<file path="src/audio_params.svh">
`ifndef AUDIO_PARAMS_SVH
`define AUDIO_PARAMS_SVH

// Playback channel count
`define AUDIO_NUM_CHANNELS 4

// Sample memory size in 16-bit words
`define AUDIO_MEM_DEPTH 4096

// Sample address width matching the memory depth
`define AUDIO_ADDR_W 12

// clk cycles per bclk half period
`define AUDIO_BCLK_DIV 2

`endif

</file>
<file path="src/audio_data_pkg.sv">
`include "audio_params.svh"

package audio_data_pkg;

    typedef logic [`AUDIO_ADDR_W-1:0] sample_addr_t;

    typedef struct packed {
        logic         en;
        sample_addr_t addr;
        logic [15:0]  data;
    } mem_write_t;

    typedef struct packed {
        logic signed [15:0] sample;
        logic [7:0]         volume;
        logic               left_en;
        logic               right_en;
    } chan_sample_t;

    typedef struct packed {
        logic signed [15:0] left;
        logic signed [15:0] right;
    } stereo_t;

endpackage

</file>
<file path="src/channel_mixer.sv">
`timescale 1ns/1ps
`include "audio_params.svh"

module channel_mixer
    import audio_data_pkg::*;
(
    input  logic         clk,
    input  logic         rst,
    input  chan_sample_t chan_in [`AUDIO_NUM_CHANNELS],
    output stereo_t      mix_out
);

    localparam int N     = `AUDIO_NUM_CHANNELS;
    localparam int SUM_W = 18 + ((N > 1) ? $clog2(N) : 1);

    logic signed [9:0]       gain   [N];
    logic signed [25:0]      prod   [N];
    logic signed [17:0]      scaled [N];
    logic signed [SUM_W-1:0] sum_l;
    logic signed [SUM_W-1:0] sum_r;

    function automatic logic signed [15:0] sat16(input logic signed [SUM_W-1:0] v);
        if (v[SUM_W-1:15] == {(SUM_W-15){v[SUM_W-1]}}) begin
            return v[15:0];
        end else if (v[SUM_W-1]) begin
            return 16'sh8000;
        end else begin
            return 16'sh7fff;
        end
    endfunction

    always_comb begin
        sum_l = '0;
        sum_r = '0;
        for (int i = 0; i < N; i++) begin
            gain[i]   = {2'b00, chan_in[i].volume} + 10'd1;
            prod[i]   = 26'(chan_in[i].sample) * 26'(gain[i]);
            scaled[i] = prod[i][25:8]; // Arithmetic shift by 8
            if (chan_in[i].left_en) begin
                sum_l = sum_l + SUM_W'(scaled[i]);
            end
            if (chan_in[i].right_en) begin
                sum_r = sum_r + SUM_W'(scaled[i]);
            end
        end
    end

    always_ff @(posedge clk) begin
        if (!rst) begin
            mix_out <= '0;
        end else begin
            mix_out.left  <= sat16(sum_l);
            mix_out.right <= sat16(sum_r);
        end
    end

endmodule

</file>
<file path="config.mk">
export PLATFORM = sky130hd
export DESIGN_NAME = channel_mixer
export DESIGN_NICKNAME = d
export VERILOG_FILES = /design/src/audio_data_pkg.sv /design/src/channel_mixer.sv
export VERILOG_INCLUDE_DIRS = /design/src /design/src/src
export SDC_FILE = /design/constraint.sdc
export NUM_CORES = 2
export LEC_CHECK = 0
export ABC_AREA = 1
export BUFFER_PORTS_ARGS = -buffer_cell sky130_fd_sc_hd__buf_2
export CORE_MARGIN = 1.5
export CORE_UTILIZATION = 60
export CTS_CLUSTER_DIAMETER = 40
export DETAILED_ROUTE_END_ITERATION = 10
export PLACE_DENSITY = 0.87
export REMOVE_ABC_BUFFERS = 1
export SYNTH_ARGS = -nofsm -noshare
export SYNTH_HDL_FRONTEND = slang
export SYNTH_SLANG_ARGS = --single-unit
</file>
<file path="constraint.sdc">
create_clock -name clk -period 15.5 [get_ports clk]
set_input_delay 2.325 -clock clk [delete_from_list [all_inputs] [get_ports clk]]
set_output_delay 2.325 -clock clk [all_outputs]
set_load 0.01 [all_outputs]
</file>
==> metrics.txt <==
DP HPWL=62,540 µm; global route overflow=0; Final period util=88.12%; Critical Path AT=13.81 ns; Crit Path Category=primary input to register; PortBufs=137; Fmax=73.21 MHz; CTS tree=done; biggest regs=mix_out (32); # resized after CTS=0; ys async rst share=0%; H-tree Lvls=2; synth unique cells=64; Final setup viols=0; main combinational cell family by area after synthesis=adder cells; Setup Fix Bufs, Post-CTS=0; setup TNS=0 ns; ANT nets after route=0; # rows=80; CP max stage delay=0.52 ns; Num CTS Buffers=5; number of synthesized flops with an enable pin=0; Main synth FF type=dfxtp_1; first-pass GRT wire length=121,400 µm; share of layout cells above drive strength 1=8.023%; crit path max fanout=16; First-pass DRT Iterations=6; initial antenna violation count=9; effective utilization at floorplan=60.44%; Nets=4,922; complex-gate fraction of the synthesized area=8.808%; Die Ht=221.9 µm; share of the synthesized area in the top cell type=34.13%; number of flip-flops in the largest register=32; DRT iter0 DRCs=1,981; sequential cell area=640.6 µm²; Sink Count=32; min Tclk post-route=13.66 ns; GRT Util Overall=29.82%; CTS Hold Bufs=0; Final Routed Wirelength=72,030 µm; post-synthesis mux area share=0.1480%; slowest cell on the critical path=fa_1; CP required=15.65 ns; Vias/cell=5.511; Die X=221.9 µm; Synth Area in Adders=48.28%; RSZ-0062 raised after global routing=no; mean post-synth cell area=7.328 µm²; Routability Congestion=1.011; Fin. Hold Viols=0; synth top area cells=fa_1 (34%), ha_1 (14%), inv_1 (11%); area delta synth->final=4.654%; post-synthesis simple-gate area fraction=22.62%; Root Driver=clkbuf_16; status=complete, no violations; routed via count=25,470; Routed WL per cell=15.59 µm; Least-Margin Pin Slew=1.073 ns; Largest delay share family, worst path=adder cells; Critical path buffers and inverters=7; pin count of the biggest net entering global routing=36; Bufs on Longest Clock Path=2; class of the worst hold path=primary input to register; most flop-heavy register=mix_out; largest area contributor in the netlist=fa_1; slew margin rel.=28.24%; XOR/XNOR share of the synthesized area=5.089%; register area share after synthesis=2.229%; most frequent cells in the layout=inv_1 (866), nand2_1 (726), fa_1 (490); drt drc=0; FF+latch count, synth=32; Reg clk slew, reported paths=0.05 ns; Layout fillers=4,055; fin. max-slew vios=0; Ys Warns=0; Top cell by count, worst path=nand2_1; max cap viols=0; commonest non-fill, non-tap cell in the layout=inv_1; vias in the first global route=25,570; Mapped Area=28,740 µm²; I/O pin total=138; crit end category=register; multi-input logic area=24,410 µm²; Syn Inst Count=3,922; core area=47,550 µm²; die footprint=49,220 µm²; Startpoint Class=primary input
## through the flow
step | area, µm² | hold slack (ns) | setup slack [ns] | instances | utilization (%)
4_1_cts | 30060 | 2.515 | 2.033 | 4616 | 63.23
3_5_place_dp | 29910 | 2.725 | 1.745 | 4609 | 62.91
5_1_grt | 30080 | 2.588 | 0.8119 | 4621 | 63.26
3_3_place_gp | 29910 | 2.727 | 2.000 | 4609 | 62.91
2_1_floorplan | 28370 | 2.576 | 2.941 | 3846 | -
6_report | 30080 | 2.532 | 1.841 | 4621 | 63.26
## per-layer routing
layer / GRT usage, % / part of all wire, % / wire [µm]
met2: 51.47 / 48 / 34570
met4: 9.567 / 3.4 / 2448
met3: 3.817 / 7.1 / 5091
met5: 0 / 0.058 / 42
met1: 38.95 / 41 / 29890
## synth_stat cells, types with 32 or more instances
master and number:
xor2_1 102, nand3_1 127, nand4_1 37, o21ai_0 118, nor2_1 471, inv_1 866, ha_1 325, dfxtp_1 32
xnor2_1 65, nand2_1 726, fa_1 490, nand2_2 43, a21oi_1 190, clkbuf_1 54
## cell type report
cell class	instances	share of cell area, %
multi-input cells	2931	81.17
inverters	883	11.04
well taps	615	2.558
repair buffers	148	2.554
flip-flops and latches	32	2.130
clock buffers	7	0.5075
diodes	5	0.04160
## final timing paths
path | start | to | slack, ns | cells after the start
max | chan_in[80] | mix_out[3]$_SDFF_PN0_ | 1.84 | 61
min | chan_in[0] | mix_out[12]$_SDFF_PN0_ | 2.53 | 5
## cell families after synthesis
logic type | after synthesis
AOI/OAI and AO/OA | 440
xor gates and xnor gates | 167
adders and majority gates | 815
buffers and inverters | 959
DFF | 32
muxes | 4
and+or+nand+nor | 1505
Power is not shown: default switching activity piles up to over one toggle a cycle in this logic, so the estimate is an artifact.
