$ cat src/audio_params.svh
`ifndef AUDIO_PARAMS_SVH
`define AUDIO_PARAMS_SVH

// Playback channel count
`define AUDIO_NUM_CHANNELS 4

// Sample memory size in 16-bit words
`define AUDIO_MEM_DEPTH 4096

// Sample address width matching the memory depth
`define AUDIO_ADDR_W 12

// clk cycles per bclk half period
`define AUDIO_BCLK_DIV 2

`endif

$ cat src/audio_data_pkg.sv
`include "audio_params.svh"

package audio_data_pkg;

    typedef logic [`AUDIO_ADDR_W-1:0] sample_addr_t;

    typedef struct packed {
        logic         en;
        sample_addr_t addr;
        logic [15:0]  data;
    } mem_write_t;

    typedef struct packed {
        logic signed [15:0] sample;
        logic [7:0]         volume;
        logic               left_en;
        logic               right_en;
    } chan_sample_t;

    typedef struct packed {
        logic signed [15:0] left;
        logic signed [15:0] right;
    } stereo_t;

endpackage

$ cat src/audio_reg_pkg.sv
`include "audio_params.svh"

package audio_reg_pkg;

    localparam logic [3:0] REG_START   = 4'd2;
    localparam logic [3:0] REG_END     = 4'd4;
    localparam logic [3:0] REG_CTRL    = 4'd8;
    localparam logic [3:0] REG_TRIGGER = 4'd9;

    typedef struct packed {
        logic [11:0] rsvd;
        logic [7:0]  volume;
        logic        loop;
        logic        right_en;
        logic        left_en;
        logic        enable;
    } chan_ctrl_t;

    typedef struct packed {
        logic [23-`AUDIO_ADDR_W:0] rsvd;
        logic [`AUDIO_ADDR_W-1:0]  addr;
    } reg_addr_t;

    // START and END use the address view, CTRL the control view
    typedef union packed {
        reg_addr_t  as_addr;
        chan_ctrl_t as_ctrl;
    } reg_word_u;

    typedef struct packed {
        logic       strobe;
        logic [7:0] chan;
        logic [3:0] sel;
        reg_word_u  data;
    } reg_write_t;

endpackage

$ cat src/sample_channel.sv
`timescale 1ns/1ps

module sample_channel
    import audio_reg_pkg::*;
    import audio_data_pkg::*;
#(
    parameter int CHAN_ID = 0
) (
    input  logic         clk,
    input  logic         rst,
    input  reg_write_t   reg_wr,
    input  logic         frame_start,
    output logic         rd_req,
    output sample_addr_t rd_addr,
    input  logic         rd_grant,
    input  logic [15:0]  rd_data,
    output chan_sample_t chan_out
);

    sample_addr_t       start_addr;
    sample_addr_t       end_addr;
    sample_addr_t       ptr;
    chan_ctrl_t         ctrl;
    logic               playing;
    logic               data_pending;
    logic signed [15:0] sample;
    logic               wr_hit;

    assign wr_hit = reg_wr.strobe && (reg_wr.chan == 8'(CHAN_ID));

    always_ff @(posedge clk) begin
        if (!rst) begin
            start_addr   <= '0;
            end_addr     <= '0;
            ptr          <= '0;
            ctrl         <= '0;
            playing      <= 1'b0;
            rd_req       <= 1'b0;
            data_pending <= 1'b0;
            sample       <= '0;
        end else begin
            data_pending <= rd_grant; // RAM data lands next cycle

            if (rd_grant) begin
                rd_req <= 1'b0;
            end else if (frame_start && ctrl.enable && playing) begin
                rd_req <= 1'b1;
            end

            if (frame_start && !(ctrl.enable && playing)) begin
                sample <= '0; // Silent after one-shot end
            end

            if (data_pending && ctrl.enable) begin
                sample <= rd_data;
                if (ptr == end_addr) begin
                    if (ctrl.loop) begin
                        ptr <= start_addr;
                    end else begin
                        playing <= 1'b0;
                    end
                end else begin
                    ptr <= ptr + 1'b1;
                end
            end

            // Host writes take priority over the fetch update
            if (wr_hit) begin
                case (reg_wr.sel)
                    REG_START: start_addr <= reg_wr.data.as_addr.addr;
                    REG_END:   end_addr   <= reg_wr.data.as_addr.addr;
                    REG_CTRL: begin
                        ctrl <= reg_wr.data.as_ctrl;
                        if (!reg_wr.data.as_ctrl.enable) begin
                            sample <= '0;
                        end
                    end
                    REG_TRIGGER: begin
                        playing <= 1'b1;
                        ptr     <= start_addr;
                    end
                    default: ;
                endcase
            end
        end
    end

    assign rd_addr = ptr;

    assign chan_out.sample   = sample;
    assign chan_out.volume   = ctrl.volume;
    assign chan_out.left_en  = ctrl.left_en;
    assign chan_out.right_en = ctrl.right_en;

endmodule

$ cat config.mk
export PLATFORM = sky130hd
export DESIGN_NAME = sample_channel
export DESIGN_NICKNAME = d
export VERILOG_FILES = /design/src/audio_data_pkg.sv /design/src/audio_reg_pkg.sv /design/src/sample_channel.sv
export VERILOG_INCLUDE_DIRS = /design/src /design/src/src
export SDC_FILE = /design/constraint.sdc
export NUM_CORES = 1
export LEC_CHECK = 0
export ABC_AREA = 1
export BUFFER_PORTS_ARGS = -buffer_cell sky130_fd_sc_hd__buf_2
export CAP_MARGIN = 20
export CELL_PAD_IN_SITES_DETAIL_PLACEMENT = 2
export CELL_PAD_IN_SITES_GLOBAL_PLACEMENT = 2
export CORE_ASPECT_RATIO = 1.5
export CORE_UTILIZATION = 28
export CTS_CLUSTER_DIAMETER = 150
export DETAILED_ROUTE_END_ITERATION = 12
export PLACE_DENSITY_LB_ADDON = 0.1
export SYNTH_ARGS = -nofsm -noshare
export SYNTH_HDL_FRONTEND = slang
export SYNTH_SLANG_ARGS = --single-unit
$ cat constraint.sdc
create_clock -name clk -period 1.95 [get_ports clk]
set_input_delay 0.39 -clock clk [delete_from_list [all_inputs] [get_ports clk]]
set_output_delay 0.39 -clock clk [all_outputs]
set_load 0.02 [all_outputs]
==> metrics.yaml, run 1 <==
mappedNetlistNets: 643
finalSetupViolations: 0
initial_core_util: 0.289
path_class: "flip-flop to flip-flop"
clockRootBuffer: "clkbuf_16"
dpl_cell_area_sq_um: 4410
finalCritPeriodShare: 0.884
grtUsageTotal: 0.206
ioPinCount: 96
worst-endpoint-arrival_ns: 1.99
rsz0062_at_grt: "false"
insertedDiodeCount: 0
r2r_slack_ns: 0.23
p_per_area_nw_per_um2: 705
worst-r2r-cell-count: 11
tritoncts: "built"
grt_overflow: 0
crit_chain: "ha_1, nand2_1, nor2_1, nand2_1, nor2_1, nand2_1, nand2_1, nand2_1, nand2_1, nand3_1, a21oi_1"
nFillCells: 1645
cp-endpoint: "rd_addr[10]"
fp-row-count: 51
clk_pin_slew_ns: 0.06
crit_slowest_cell: "dfxtp_2"
cts_hold_buf: 0
design_area_sq_um: 4730
ys_warn_count: 0
synthDominantCellAreaShare: 0.357
cts_made_buffers: 9
grt_max_degree: 29
fin_total_pwr_mw: 3.34
die_area_sq_um: 13900
ir_drop_mv: 0.381
cts_htree_levels: 3
grt_pass1_wl_microns: 22500
dp_hpwl_microns: 10500
portBuffers: 83
first_global_vias: 4502
ctsLongestPathBuffers: 2
fin_ws_ns: 0.226
status: "completed"
worstSkewPairLatency_ns: 0.33
cts_resized: 0
worstSetupStartpointType: "flip-flop"
die-width_microns: 96.6
synth_cells: 585
layout_commonest_cell: "nand2_1"
max_freq_ghz: 0.580
cp_max_fo: 7
reg2reg_to: "rd_addr[10]"
fin_skew_ns: 0.00764
slew_headroom: 0.613
crit_family: "simple AND/OR/NAND/NOR gates"
worst_path_largest_cell_delay_ns: 0.40
nNetsFinal: 726
drc: 0
wl_microns: 13800
post_cts_buffers: 0
grtUsageMet3: 0.0248
syn_area_per_cell_sq_um: 6.43
viasPerCell: 4.96
ys_seq_elements: 67
gp_congestion: 0.754
first_iter_violations: 108
ant_nets: 0
worst_pin_slew_ns: 0.580
ys_seq_area_frac: 0.357
hold_class: "input pin to flip-flop"
antenna_found_initial: 0
synth_cell_type_count: 31
met1_usage: 0.230
maxCapViolCount: 0
yosys.area.top_type: "dfxtp_1"
dp_slack_ns: 0.0854
drive_above_1_share: 0.221
die_h_microns: 144
slew_viol_final: 0
setup_tns_ns: 0
syn_to_final_growth_pct: 25.9
hold_violations: 0
core_area_sq_um: 13000
numClockSinks: 67
reg2reg_from: "rd_addr[1]"
fin_crit_ns: 1.72
cp_num_cells: 11
critPathBufInv: 0
required_ns: 2.21
netlist_area_sq_um: 3760
synthTopCellsByArea: "dfxtp_1 36%, nand2_1 17%, a21oi_1 9.1%"
final_cell_mix: "166 x nand2_1, 83 x buf_2, 68 x a21oi_1"
crit_top_cell: "nand2_1"
fin_util: 0.364
wire_per_inst_microns: 16.5
crit_path_end_kind: "flip-flop"
leakagePower_nw: 2.12
vias: 4125
globalRoute.busiestLayer: "met2"
dr.pass1.iters: 4
grt_use_met2: 0.394
cp-startpoint: "rd_addr[1]"
-- logic make-up after synthesis --
group	Yosys count	share of synthesized area
AOI/OAI and AO/OA	107	0.148
xor gates and xnor gates	10	0.0233
adders and majority gates	1	0.00333
buffers and inverters	113	0.135
DFF	67	0.357
and+or+nand+nor	287	0.334
-- worst min path at each step --
stage	startpoint	end	cells after the start
CTS	rd_grant	rd_req	2
global placement	rd_req	rd_req	2
finish	rd_grant	rd_req	2
detailed placement	rd_req	rd_req	2
floorplan	start_addr[1]	start_addr[1]	2
global route	rd_grant	rd_req	2
-- metrics by stage --
| step | hold slack (ns) | instances |
|---|---|---|
| 5_1_grt | 0.238 | 832 |
| 6_report | 0.235 | 832 |
| 3_3_place_gp | 0.441 | 816 |
| 4_1_cts | 0.226 | 832 |
| 3_5_place_dp | 0.453 | 816 |
| 2_1_floorplan | 0.434 | 585 |
-- cell usage after synthesis, drive strengths merged --
cell type  instances
nor2              57
inv               70
dfxtp             67
a21oi             69
clkbuf            16
ha                 1
or2                2
buf               27
a21boi             1
nand3             29
nor4               3
a211oi             1
xor2               5
nand2            166
nor3               2
nand4             28
o21ai             36
xnor2              5
-- sequential cells by signal, indices dropped and copies added (netlist names) --
name / flops
sample: 16
data_pending: 1
end_addr: 12
start_addr: 12
playing: 1
ctrl: 2
rd_req: 1
chan_out: 10
rd_addr: 12
-- power by group --
| part | internal (mW) | switching, mW |
|---|---|---|
| logic | 0.0576 | 0.0979 |
| registers | 1.37 | 0.000502 |
| clock network | 1.13 | 0.682 |
-- cell type report --
cell class / count / area [sq um] / share of cell area
multi-input cells: 405 / 1910 / 0.404
repair buffers: 115 / 693 / 0.146
clock inverters: 7 / 100 / 0.0211
flip-flops and latches: 67 / 1340 / 0.284
inverters: 70 / 263 / 0.0555
clock buffers: 9 / 225 / 0.0476
well taps: 159 / 199 / 0.0420
-- routing by layer --
layer	vias to the layer above	wire length, microns
met5	-	0
met4	0	333
met3	22	341
met2	70	7420
met1	2007	5670
li1	2026	-
Power figures use the tool's default switching activity.
==> run 2, diff against run 1 <==
Settings changed: MAX_ROUTING_LAYER set to met4.
==> run 2 against run 1 <==
Effect of this change:
- critical path depth unchanged
- clock skew shrank 0.00070 ns
- core utilization unchanged
- flip-flop and latch count is the same
- global-route usage is 0.63 points higher
- maximum frequency down 0.83%
- routed wire length is 0.16% higher
- largest power group unchanged
==> metrics.yaml, run 2 (synthesized netlist as in run 1, its figures left out) <==
leakagePower_nw: 2.12  # unchanged
die-width_microns: 96.6  # unchanged
wl_microns: 13800  # +0.16%
rsz0062_at_grt: "false"
hold_class: "input pin to flip-flop"
maxCapViolCount: 0  # unchanged
post_cts_buffers: 0  # unchanged
cts_hold_buf: 0  # unchanged
p_int_mw: 2.56  # about the same
required_ns: 2.21  # about the same
largest_reg_flops: 16  # unchanged
dr.pass1.iters: 4  # unchanged
fin_cells: 832  # unchanged
antenna_found_initial: 0  # unchanged
portBuffers: 83  # unchanged
pwr-share-clk: 0.542  # about the same
fin_crit_ns: 1.74  # +0.0143 ns
drive_above_1_share: 0.221  # unchanged
clockRootBuffer: "clkbuf_16"
grt_max_degree: 29  # unchanged
ir_drop_mv: 0.377  # -1.1%
slew_headroom: 0.609  # -0.00369
crit_path_end_kind: "flip-flop"
viasPerCell: 4.95  # -0.19%
setup_tns_ns: 0  # unchanged
syn_to_final_growth_pct: 25.9  # unchanged
wire_per_inst_microns: 16.6  # +0.16%
numClockSinks: 67  # unchanged
insertedDiodeCount: 0  # unchanged
finalCritPeriodShare: 0.891  # +0.00736
dp_hpwl_microns: 10500  # unchanged
worstSetupStartpointType: "flip-flop"
die_h_microns: 144  # unchanged
max_freq_ghz: 0.575  # -0.83%
initial_core_util: 0.289  # unchanged
slew_viol_final: 0  # unchanged
ant_nets: 0  # unchanged
power_frac_comb: 0.047  # about the same
cts_htree_levels: 3  # unchanged
clk_pin_slew_ns: 0.06  # about the same
die_area_sq_um: 13900  # unchanged
p_sw_mw: 0.775  # -0.72%
final_cell_mix: "166 x nand2_1, 83 x buf_2, 68 x a21oi_1"
path_class: "flip-flop to flip-flop"
fp-row-count: 51  # unchanged
grt_pass1_wl_microns: 22500  # about the same
first_iter_violations: 112  # +3.7%
power_frac_seq: 0.411  # about the same
gp_congestion: 0.763  # +1.3%
layout_commonest_cell: "nand2_1"
switching_share: 0.233  # -0.00130
regMostFlops: "sample"
finalSetupViolations: 0  # unchanged
grt_overflow: 0  # unchanged
worstSkewPairLatency_ns: 0.33  # about the same
worst_pin_slew_ns: 0.586  # +0.00552 ns
first_global_vias: 4508  # +0.13%
grtUsageTotal: 0.212  # +0.00632
drc: 0  # unchanged
cts_resized: 0  # unchanged
p_per_area_nw_per_um2: 704  # -0.17%
ioPinCount: 96  # unchanged
vias: 4117  # -0.19%
cts_made_buffers: 9  # unchanged
status: "completed"
cp_max_fo: 7  # unchanged
tritoncts: "built"
hold_violations: 0  # unchanged
ctsLongestPathBuffers: 2  # unchanged
fin_skew_ns: 0.00695  # -0.000698 ns
dp_cells: 816  # unchanged
worst-endpoint-arrival_ns: 2.00  # about the same
nNetsFinal: 726  # unchanged
core_area_sq_um: 13000  # unchanged
## run 2: cell counts in the layout (fill, tap and decap cells not counted)
Identical to the previous run, type by type.
## run 2: power groups by stage
stage	clock network, mW	logic (mW)	registers, mW
floorplan	0	0.0662	1.40
global placement	0	0.154	1.40
detailed placement	0	0.158	1.40
CTS	1.86	0.159	1.37
global route	1.91	0.171	1.37
finish	1.81	0.155	1.37
## run 2: critical path: stages, from the launching register on
cell     delay, ns
dfxtp_2       0.40
ha_1          0.20
nand2_1       0.12
nor2_1        0.18
nand2_1       0.15
nor2_1        0.16
nand2_1       0.07
nand2_1       0.06
nand2_1       0.05
nand2_1       0.05
nand3_1       0.06
a21oi_1       0.15
## run 2: path summary, 6_finish.rpt
kind	start	end	slack, ns	cells after the start
setup / recovery	rd_addr[1]	rd_addr[10]	0.21	11
hold / removal	rd_grant	rd_req	0.24	2
setup reg to reg	rd_addr[1]	rd_addr[10]	0.21	11
hold reg to reg	start_addr[6]	start_addr[6]	0.47	2
## run 2: cell type report
| type | count | area (sq um) |
|---|---|---|
| Sequential cell | 67 | 1340 |
| Fill cell | 1645 | 8280 |
| Clock inverter | 7 | 100 |
| Clock buffer | 9 | 225 |
| Timing Repair Buffer | 115 | 693 |
| Tap cell | 159 | 199 |
| Inverter | 70 | 263 |
| Multi-Input combinational cell | 405 | 1910 |
## run 2: routing by layer
layer | vias to the layer above | global-route usage | wire length [microns]
li1 | 2030 | - | -
met1 | 1996 | 0.230 | 5730
met2 | 74 | 0.394 | 7420
met3 | 17 | 0.0311 | 363
met4 | 0 | 0.0754 | 276
met5 | - | - | 0
## run 2: metrics by stage
step	util	hold slack (ns)	total power, mW	worst slack (ns)	instance area [sq um]
after floorplan	-	0.434	1.47	0.392	3760
after global placement	0.339	0.441	1.55	0.208	4410
after detailed placement	0.339	0.453	1.56	0.0854	4410
after CTS	0.364	0.226	3.39	0.0831	4730
after global routing	0.364	0.235	3.45	0.0591	4730
final	0.364	0.238	3.33	0.212	4730
