### src/audio_params.svh
`ifndef AUDIO_PARAMS_SVH
`define AUDIO_PARAMS_SVH

// Playback channel count
`define AUDIO_NUM_CHANNELS 4

// Sample memory size in 16-bit words
`define AUDIO_MEM_DEPTH 4096

// Sample address width matching the memory depth
`define AUDIO_ADDR_W 12

// clk cycles per bclk half period
`define AUDIO_BCLK_DIV 2

`endif

### src/audio_data_pkg.sv
`include "audio_params.svh"

package audio_data_pkg;

    typedef logic [`AUDIO_ADDR_W-1:0] sample_addr_t;

    typedef struct packed {
        logic         en;
        sample_addr_t addr;
        logic [15:0]  data;
    } mem_write_t;

    typedef struct packed {
        logic signed [15:0] sample;
        logic [7:0]         volume;
        logic               left_en;
        logic               right_en;
    } chan_sample_t;

    typedef struct packed {
        logic signed [15:0] left;
        logic signed [15:0] right;
    } stereo_t;

endpackage

### src/i2s_serializer.sv
`timescale 1ns/1ps
`include "audio_params.svh"

module i2s_serializer
    import audio_data_pkg::*;
(
    input  logic    clk,
    input  logic    rst,
    input  stereo_t frame_in,
    output logic    frame_start,
    output logic    bclk,
    output logic    lrclk,
    output logic    dout
);

    localparam int DIV = `AUDIO_BCLK_DIV;
    localparam int DW  = (DIV > 1) ? $clog2(DIV) : 1;

    logic [DW-1:0] div_cnt;
    logic [4:0]    bit_cnt;
    logic [4:0]    bit_nxt;
    logic [31:0]   shift;
    logic          half_done;
    logic          bclk_fall;

    assign half_done = (div_cnt == DW'(DIV - 1));
    assign bclk_fall = half_done && bclk;
    assign bit_nxt   = bit_cnt + 5'd1;

    always_ff @(posedge clk) begin
        if (!rst) begin
            div_cnt <= '0;
            bclk    <= 1'b0;
        end else if (half_done) begin
            div_cnt <= '0;
            bclk    <= ~bclk;
        end else begin
            div_cnt <= div_cnt + 1'b1;
        end
    end

    // Count 32 bclk periods per stereo frame
    always_ff @(posedge clk) begin
        if (!rst) begin
            bit_cnt     <= 5'd31; // First falling edge opens a frame
            lrclk       <= 1'b0;
            frame_start <= 1'b0;
        end else begin
            frame_start <= bclk_fall && (bit_cnt == 5'd31);
            if (bclk_fall) begin
                bit_cnt <= bit_nxt;
                lrclk   <= bit_nxt[4]; // High for the right half
            end
        end
    end

    // dout lags lrclk by one bclk, so it takes the old MSB
    always_ff @(posedge clk) begin
        if (!rst) begin
            shift <= '0;
            dout  <= 1'b0;
        end else if (bclk_fall) begin
            dout <= shift[31];
            if (bit_cnt == 5'd31) begin
                shift <= {frame_in.left, frame_in.right};
            end else begin
                shift <= {shift[30:0], 1'b0};
            end
        end
    end

endmodule

### config.mk
export PLATFORM = sky130hd
export DESIGN_NAME = i2s_serializer
export DESIGN_NICKNAME = d
export VERILOG_FILES = /design/src/audio_data_pkg.sv /design/src/i2s_serializer.sv
export VERILOG_INCLUDE_DIRS = /design/src /design/src/src
export SDC_FILE = /design/constraint.sdc
export NUM_CORES = 1
export LEC_CHECK = 0
export BUFFER_PORTS_ARGS = -buffer_cell sky130_fd_sc_hd__buf_4
export CORE_MARGIN = 2
export CORE_UTILIZATION = 55
export CTS_BUF_LIST = sky130_fd_sc_hd__clkbuf_2 sky130_fd_sc_hd__clkbuf_4 sky130_fd_sc_hd__clkbuf_8
export CTS_CLUSTER_SIZE = 20
export DETAILED_ROUTE_END_ITERATION = 8
export PLACE_DENSITY = 0.86
export SKIP_LAST_GASP = 1
export SLEW_MARGIN = 20
export SYNTH_ARGS = -nofsm -noshare
export SYNTH_HDL_FRONTEND = slang
export SYNTH_SLANG_ARGS = --single-unit
### constraint.sdc
create_clock -name clk -period 1.6 [get_ports clk]
set_input_delay 0.32 -clock clk [delete_from_list [all_inputs] [get_ports clk]]
set_output_delay 0.32 -clock clk [all_outputs]
set_load 0.02 [all_outputs]
==> results.md, run 1 <==
- DRT antenna net count: 0
- Final core utilization: 0.7189
- Clock Latency Late Sink: about 0.36 ns
- Final setup TNS: 0 ns
- CTS sink count: 42
- Cell variety after synth: 25
- Area of the core: 3053 um2
- Row Count: 20
- Area grow syn2layout: 24.93%
- Initial antenna violation count: 0
- Tightest Pin Transition: 0.5233 ns
- Crit path DAT: 1.71 ns
- Mapped Cells: 183
- Nets: 257
- CP max-delay cell: dfxtp_2
- Commonest non-fill, non-tap cells in the layout: 41 x buf_4, 40 x dfxtp_1, 39 x nand2_1
- Final slew viol count: 0
- Post-synthesis compound-gate area fraction: 0.1147
- Largest net degree at the start of global routing: 33
- Vias in the first global route: 1255
- Fin crit period: 1.492 ns
- Syn avg cell area: around 9.6 um2
- Post-detail-place hpwl: 2365 um
- Die width: approximately 61 um
- CP max stage delay: roughly 0.35 ns
- Register area share after synthesis: 0.4786
- H-tree levels: 2
- Number of synthesis warnings: 0
- MaxCap Viol Count: 0
- CP startpoint kind: flip-flop
- Rel. slew slack: 0.6508
- GP Congestion: 0.7850
- PortBufs: 37
- Cts bufs inserted: 5
- Final period util: 0.9328
- Top cell type's share of synthesized area: 0.4786
- Synth area leader: dfxtp_1
- RSZ-0062 raised after global routing: no
- Vias post-DR: 1346
- Syn Nets: 219
- Vias per std cell: 5.060
- Commonest non-fill, non-tap cell in the layout: buf_4
- Synth Area in Adders: 0.01425
- Crit path max fanout: 14
- Fmax: 670.0 MHz
- Setup violators final: 0
- Post-synthesis simple-gate area fraction: 0.1332
- Share of layout cells above drive strength 1: 0.2613
- Initial DRT Pass Iterations: 4
- WS Path Type: flip-flop to flip-flop
- #FFs+latches synth: between 40 and 50
- Final wirelength: 3335 um
- Xor and xnor area share after synthesis: 0.01496
- Pwr Total: 0.002451 W
- Worst-path clk slew: 0.13 ns
- Number of DRC markers in iteration 0: 50
- GRT overflow: 0
- TritonCTS clock tree: yes
- Root cell of the clock tree: clkbuf_4
- Largest family of logic cells by synthesized area: multiplexers
- Top cells by area, synth: dfxtp_1 48%, mux2i_1 18%, nand2_1 8.3%
- Die ar.: 3662 um2
- Bufs on Longest Clock Path: 2
- DRC viols: 0
- Drt wl/cell: 12.54 um
- Crit path capture type: flip-flop
- Status: finished clean
- PD cells: roughly 1100 nW/um2
- Multiplexer share of the synthesized area: 0.1766
- Die height: 60.52 um
- Synth Cell Area: 1757 um2
- P_leak: slightly above 1 nW
- Final hold viol count: 0
- Total track usage: 0.1977
- I/O pins: 38
- Clock skew: between 0.02 and 0.025 ns
- Req. time, crit path: 1.82 ns
- Starting Density: 0.5754
- Worst ir drop on vdd: roughly 0.74 mV
- First-pass GRT wire length: 5195 um
- Hold Path Class: primary input to flip-flop
- Ant. Diodes: 0
- Critical Path, Cell by Cell: ha_1, and3_4, ha_4, buf_12, mux2i_1, o21ai_0
cell families (layout without fill, tap and decap cells):
kind of cell,after synthesis,count (layout)
XOR/XNOR,3,3
AND/OR/NAND/NOR,54,54
buffers and inverters,15,54
adder cells (fa/ha/maj),2,2
multiplexers,31,31
AO/OA/AOI/OAI,36,36
flip-flops,42,42
power breakdown:
group	internal [W]	leakage (nW)	total, W	switching (W)
registers	0.00109	0.340	0.00112	0.0000286
logic	0.000285	0.638	0.000500	0.000215
clock network	0.000489	0.0554	0.000835	0.000346
area by class of cell:
class | count | area [um2]
Timing Repair Buffer | 44 | 367.9
Inverter | 2 | 7.507
Sequential cell | 42 | 843.3
Fill cell | 230 | 858.3
Tap cell | 44 | 55.05
Multi-Input combinational cell | 126 | 814.5
Clock buffer | 5 | 37.54
Clock inverter | 3 | 68.82
synth_stat cells (all sizes together):
master	n
a21boi	4
and2	1
and3	1
buf	10
clkbuf	3
dfxtp	42
ha	2
inv	2
mux2i	31
nand2	39
nand3	7
nand3b	1
nand4	2
nor2	1
nor2b	1
nor3	1
o21ai	32
xnor2	1
xor2	2
flip-flops by register name, summed over array words and instances (netlist names):
name	count
bit_cnt	5
div_cnt	1
dout	1
shift	32
frame_start	1
bclk	1
lrclk	1
metrics by stage:
step	hold slack, ns	setup WS [ns]	instance area, um2	instances
after floorplan	0.4234	0.1302	1757	183
after global routing	0.1869	0.02969	2195	266
final	0.1964	0.1075	2195	266
after CTS	0.1923	0.05197	2187	266
after detailed placement	0.4438	0.01167	2071	258
after global placement	0.4356	0.1020	2071	258
critical path: cells and delay by family, from the launching register on:
family	cells	cell delay, ns
AOI/OAI and AO/OA	1	0.09
adders and majority gates	2	0.35
buffers and inverters	1	0.16
DFF	1	0.35
muxes	1	0.21
and+or+nand+nor	1	0.20
routing by layer:
layer	vias up	GRT usage	wire length (um)
li1	699	-	-
met1	613	0.2267	1519
met2	29	0.3447	1619
met3	5	0.06397	156
met4	0	0.07453	38
met5	-	0	0
repair_timing:
item / 4_1_cts / 5_1_grt
setup buffers: 0 / 0
resized for setup: 1 / 3
endpoints found under the setup margin: 1 / 2
hold buffers: 0 / 0
worst paths after layout:
path | depth (start not counted) | to | from | slack, ns
max | 6 | shift[1] | bit_cnt[0] | 0.11
min | 2 | bit_cnt[2] | rst | 0.20
max reg2reg | 6 | shift[1] | bit_cnt[0] | 0.11
min reg2reg | 2 | shift[11] | shift[11] | 0.46
(Power assumes the default switching activity.)
==> run 2: changes to the inputs <==
--- a/config.mk
+++ b/config.mk
@@ -7,8 +7,10 @@
 export NUM_CORES = 1
 export LEC_CHECK = 0
 export BUFFER_PORTS_ARGS = -buffer_cell sky130_fd_sc_hd__buf_4
+export CELL_PAD_IN_SITES_DETAIL_PLACEMENT = 0
+export CELL_PAD_IN_SITES_GLOBAL_PLACEMENT = 1
 export CORE_MARGIN = 2
-export CORE_UTILIZATION = 55
+export CORE_UTILIZATION = 42
 export CTS_BUF_LIST = sky130_fd_sc_hd__clkbuf_2 sky130_fd_sc_hd__clkbuf_4 sky130_fd_sc_hd__clkbuf_8
 export CTS_CLUSTER_SIZE = 20
 export DETAILED_ROUTE_END_ITERATION = 8
==> run 2 against run 1 <==
Against the previous run:
- final area up 0.40%
- non-clock buffer count is 1 higher
- setup slack got worse by 0.038 ns
- critical path depth stayed put
- hold slack improved by 0.071 ns
- wire length fell by 3.5%
- via count decreased by 1.2%
- register-to-register slack lost 0.04 ns
- clock power is 22% higher
- critical endpoint is now shift[30]
- first-iteration DRC count grew 66%
==> results.md, run 2 (synthesized netlist as in run 1, its figures left out) <==
- Status: finished clean
- Worst setup margin: 0.06997 ns (-0.03755 ns)
- PostCTS Resize Cnt: 0 (-1)
- Clock Latency Late Sink: 0.29 ns (-0.07 ns)
- Die ar.: 4716 um2 (+29%)
- Initial DRT Pass Iterations: 4 (unchanged)
- Drt wl/cell: 11.79 um (-6.0%)
- Bufs on Longest Clock Path: 2 (unchanged)
- DRT antenna net count: 0 (unchanged)
- Sw Ratio: 0.2267 (-0.01415)
- GRT overflow: 0 (unchanged)
- Combinational group share of total power: 0.171 (-0.033)
- Share of layout cells above drive strength 1: 0.2511 (-0.01014)
- Cts bufs inserted: 5 (unchanged)
- Row Count: 23 (+15%)
- Vias per std cell: 4.872 (-3.7%)
- Commonest non-fill, non-tap cells in the layout: 44 x buf_4, 42 x dfxtp_1, 39 x nand2_1
- CP startpoint kind: flip-flop
- Final period util: 0.9563 (+0.02347)
- Req. time, crit path: 1.78 ns (-0.04 ns)
- Fin crit period: 1.530 ns (+0.03755 ns)
- Total track usage: 0.1520 (-0.04568)
- Initial antenna violation count: 0 (unchanged)
- PortBufs: 37 (unchanged)
- GP Congestion: 0.6978 (-11%)
- Part of the power in registers: 0.435 (-0.020)
- Top Registers: shift: 32 flops, bit_cnt: 5 flops
- Worst ir drop on vdd: 0.7879 mV (+6.5%)
- Crit path DAT: 1.71 ns (about the same)
- Hold-fix buffers, CTS: 0 (unchanged)
- Fmax: 653.6 MHz (-2.5%)
- TritonCTS clock tree: yes
- Largest net degree at the start of global routing: 18 (-45%)
- Max FFs per register: 32 (unchanged)
- Tightest Pin Transition: 0.4697 ns (-0.05354 ns)
- Area of the core: 4000 um2 (+31%)
- Pint: 0.001993 W (+7.1%)
- Clk network pwr share: 0.395 (+0.054)
- H-tree levels: 2 (unchanged)
- Die width: 68.67 um (+13%)
- Final slew viol count: 0 (unchanged)
- Starting Density: 0.4392 (-0.1362)
- Postcts setup bufs: 0 (unchanged)
- Crit path capture type: flip-flop
- Hold Path Class: primary input to flip-flop
- WS Path Type: flip-flop to flip-flop
- Clock skew: 0.006050 ns (-0.01497 ns)
- Sw power: 0.0005843 W (-1.0%)
- Worst-path clk slew: 0.08 ns (-0.05 ns)
- Number of DRC markers in iteration 0: 83 (+66%)
- First-pass GRT wire length: 5306 um (+2.1%)
- Final wirelength: 3219 um (-3.5%)
- CTS sink count: 42 (unchanged)
- Root cell of the clock tree: clkbuf_8
- Nets: 258 (+0.39%)
- Setup violators final: 0 (unchanged)
- P_leak: 1.037 nW (+0.45%)
- Post-detail-place hpwl: 2262 um (-4.3%)
- Vias post-DR: 1330 (-1.2%)
- Final hold viol count: 0 (unchanged)
- MaxCap Viol Count: 0 (unchanged)
- I/O pins: 38 (unchanged)
- Register with the most flip-flops: shift
- Pre-CTS setup slack: 0.07247 ns (+0.06081 ns)
- Final core utilization: 0.5508 (-0.1680)
- RSZ-0062 raised after global routing: yes
- Crit path max fanout: 9 (-5)
- Die height: 68.67 um (+13%)
- PD cells: 1170 nW/um2 (+4.7%)
- DRC viols: 0 (unchanged)
- Ant. Diodes: 0 (unchanged)
- Pwr Total: 0.002577 W (+5.2%)
- Rel. slew slack: 0.6864 (+0.03566)
- Vias in the first global route: 1253 (-0.16%)
- Area grow syn2layout: 25.43%
- Commonest non-fill, non-tap cell in the layout: buf_4
run 2: cell count changes in the layout (fill, tap and decap cells not counted):
cell / before / now
and3_1: 0 / 1
clkbuf_8: 0 / 6
dfxtp_1: 40 / 42
buf_12: 3 / 1
clkinv_4: 1 / 0
clkbuf_4: 5 / 0
ha_4: 1 / 0
dfxtp_2: 2 / 0
and3_4: 1 / 0
ha_2: 0 / 1
buf_4: 41 / 44
run 2: power by group through the flow:
stage	Clock [W]	Sequential (W)	Combinational, W
4_1_cts	0.00105	0.00112	0.000447
5_1_grt	0.00110	0.00113	0.000479
3_5_place_dp	0	0.00114	0.000446
3_3_place_gp	0	0.00114	0.000442
2_1_floorplan	0	0.00113	0.000343
6_report	0.00102	0.00112	0.000440
run 2: worst paths after layout:
kind	slack, ns	to	depth (start not counted)	startpoint
setup / recovery	0.07	shift[30]	6	bit_cnt[1]
hold / removal	0.27	bit_cnt[0]	2	rst
setup reg to reg	0.07	shift[30]	6	bit_cnt[1]
hold reg to reg	0.45	shift[11]	2	shift[11]
run 2: through the flow:
step	cell area (um2)	TNS (ns)	instances	hold slack [ns]
floorplan	1757	0	183	0.4234
global placement	2061	0	265	0.4328
detailed placement	2061	0	265	0.4397
CTS	2203	0	273	0.2616
global route	2203	-0.1242	273	0.2615
finish	2203	0	273	0.2671
run 2: critical path, cell delays in order (launching register included):
cell and delay (ns):
dfxtp_1 0.36, ha_1 0.17, and3_1 0.16, ha_2 0.21, buf_4 0.22, mux2i_1 0.21, o21ai_0 0.08
run 2: final cells by class:
type	instances	area [um2]
flip-flops and latches	42	840.8
inverters	2	7.507
well taps	50	62.56
multi-input cells	126	799.5
clock buffers	6	82.58
clock inverters	2	60.06
repair buffers	45	350.3
fillers	378	1797
run 2: layer usage:
metal | share of wire | GRT usage
met1 | 0.50 | 0.1853
met2 | 0.44 | 0.2512
met3 | 0.053 | 0.05357
met4 | 0.0037 | 0.04500
met5 | 0 | 0
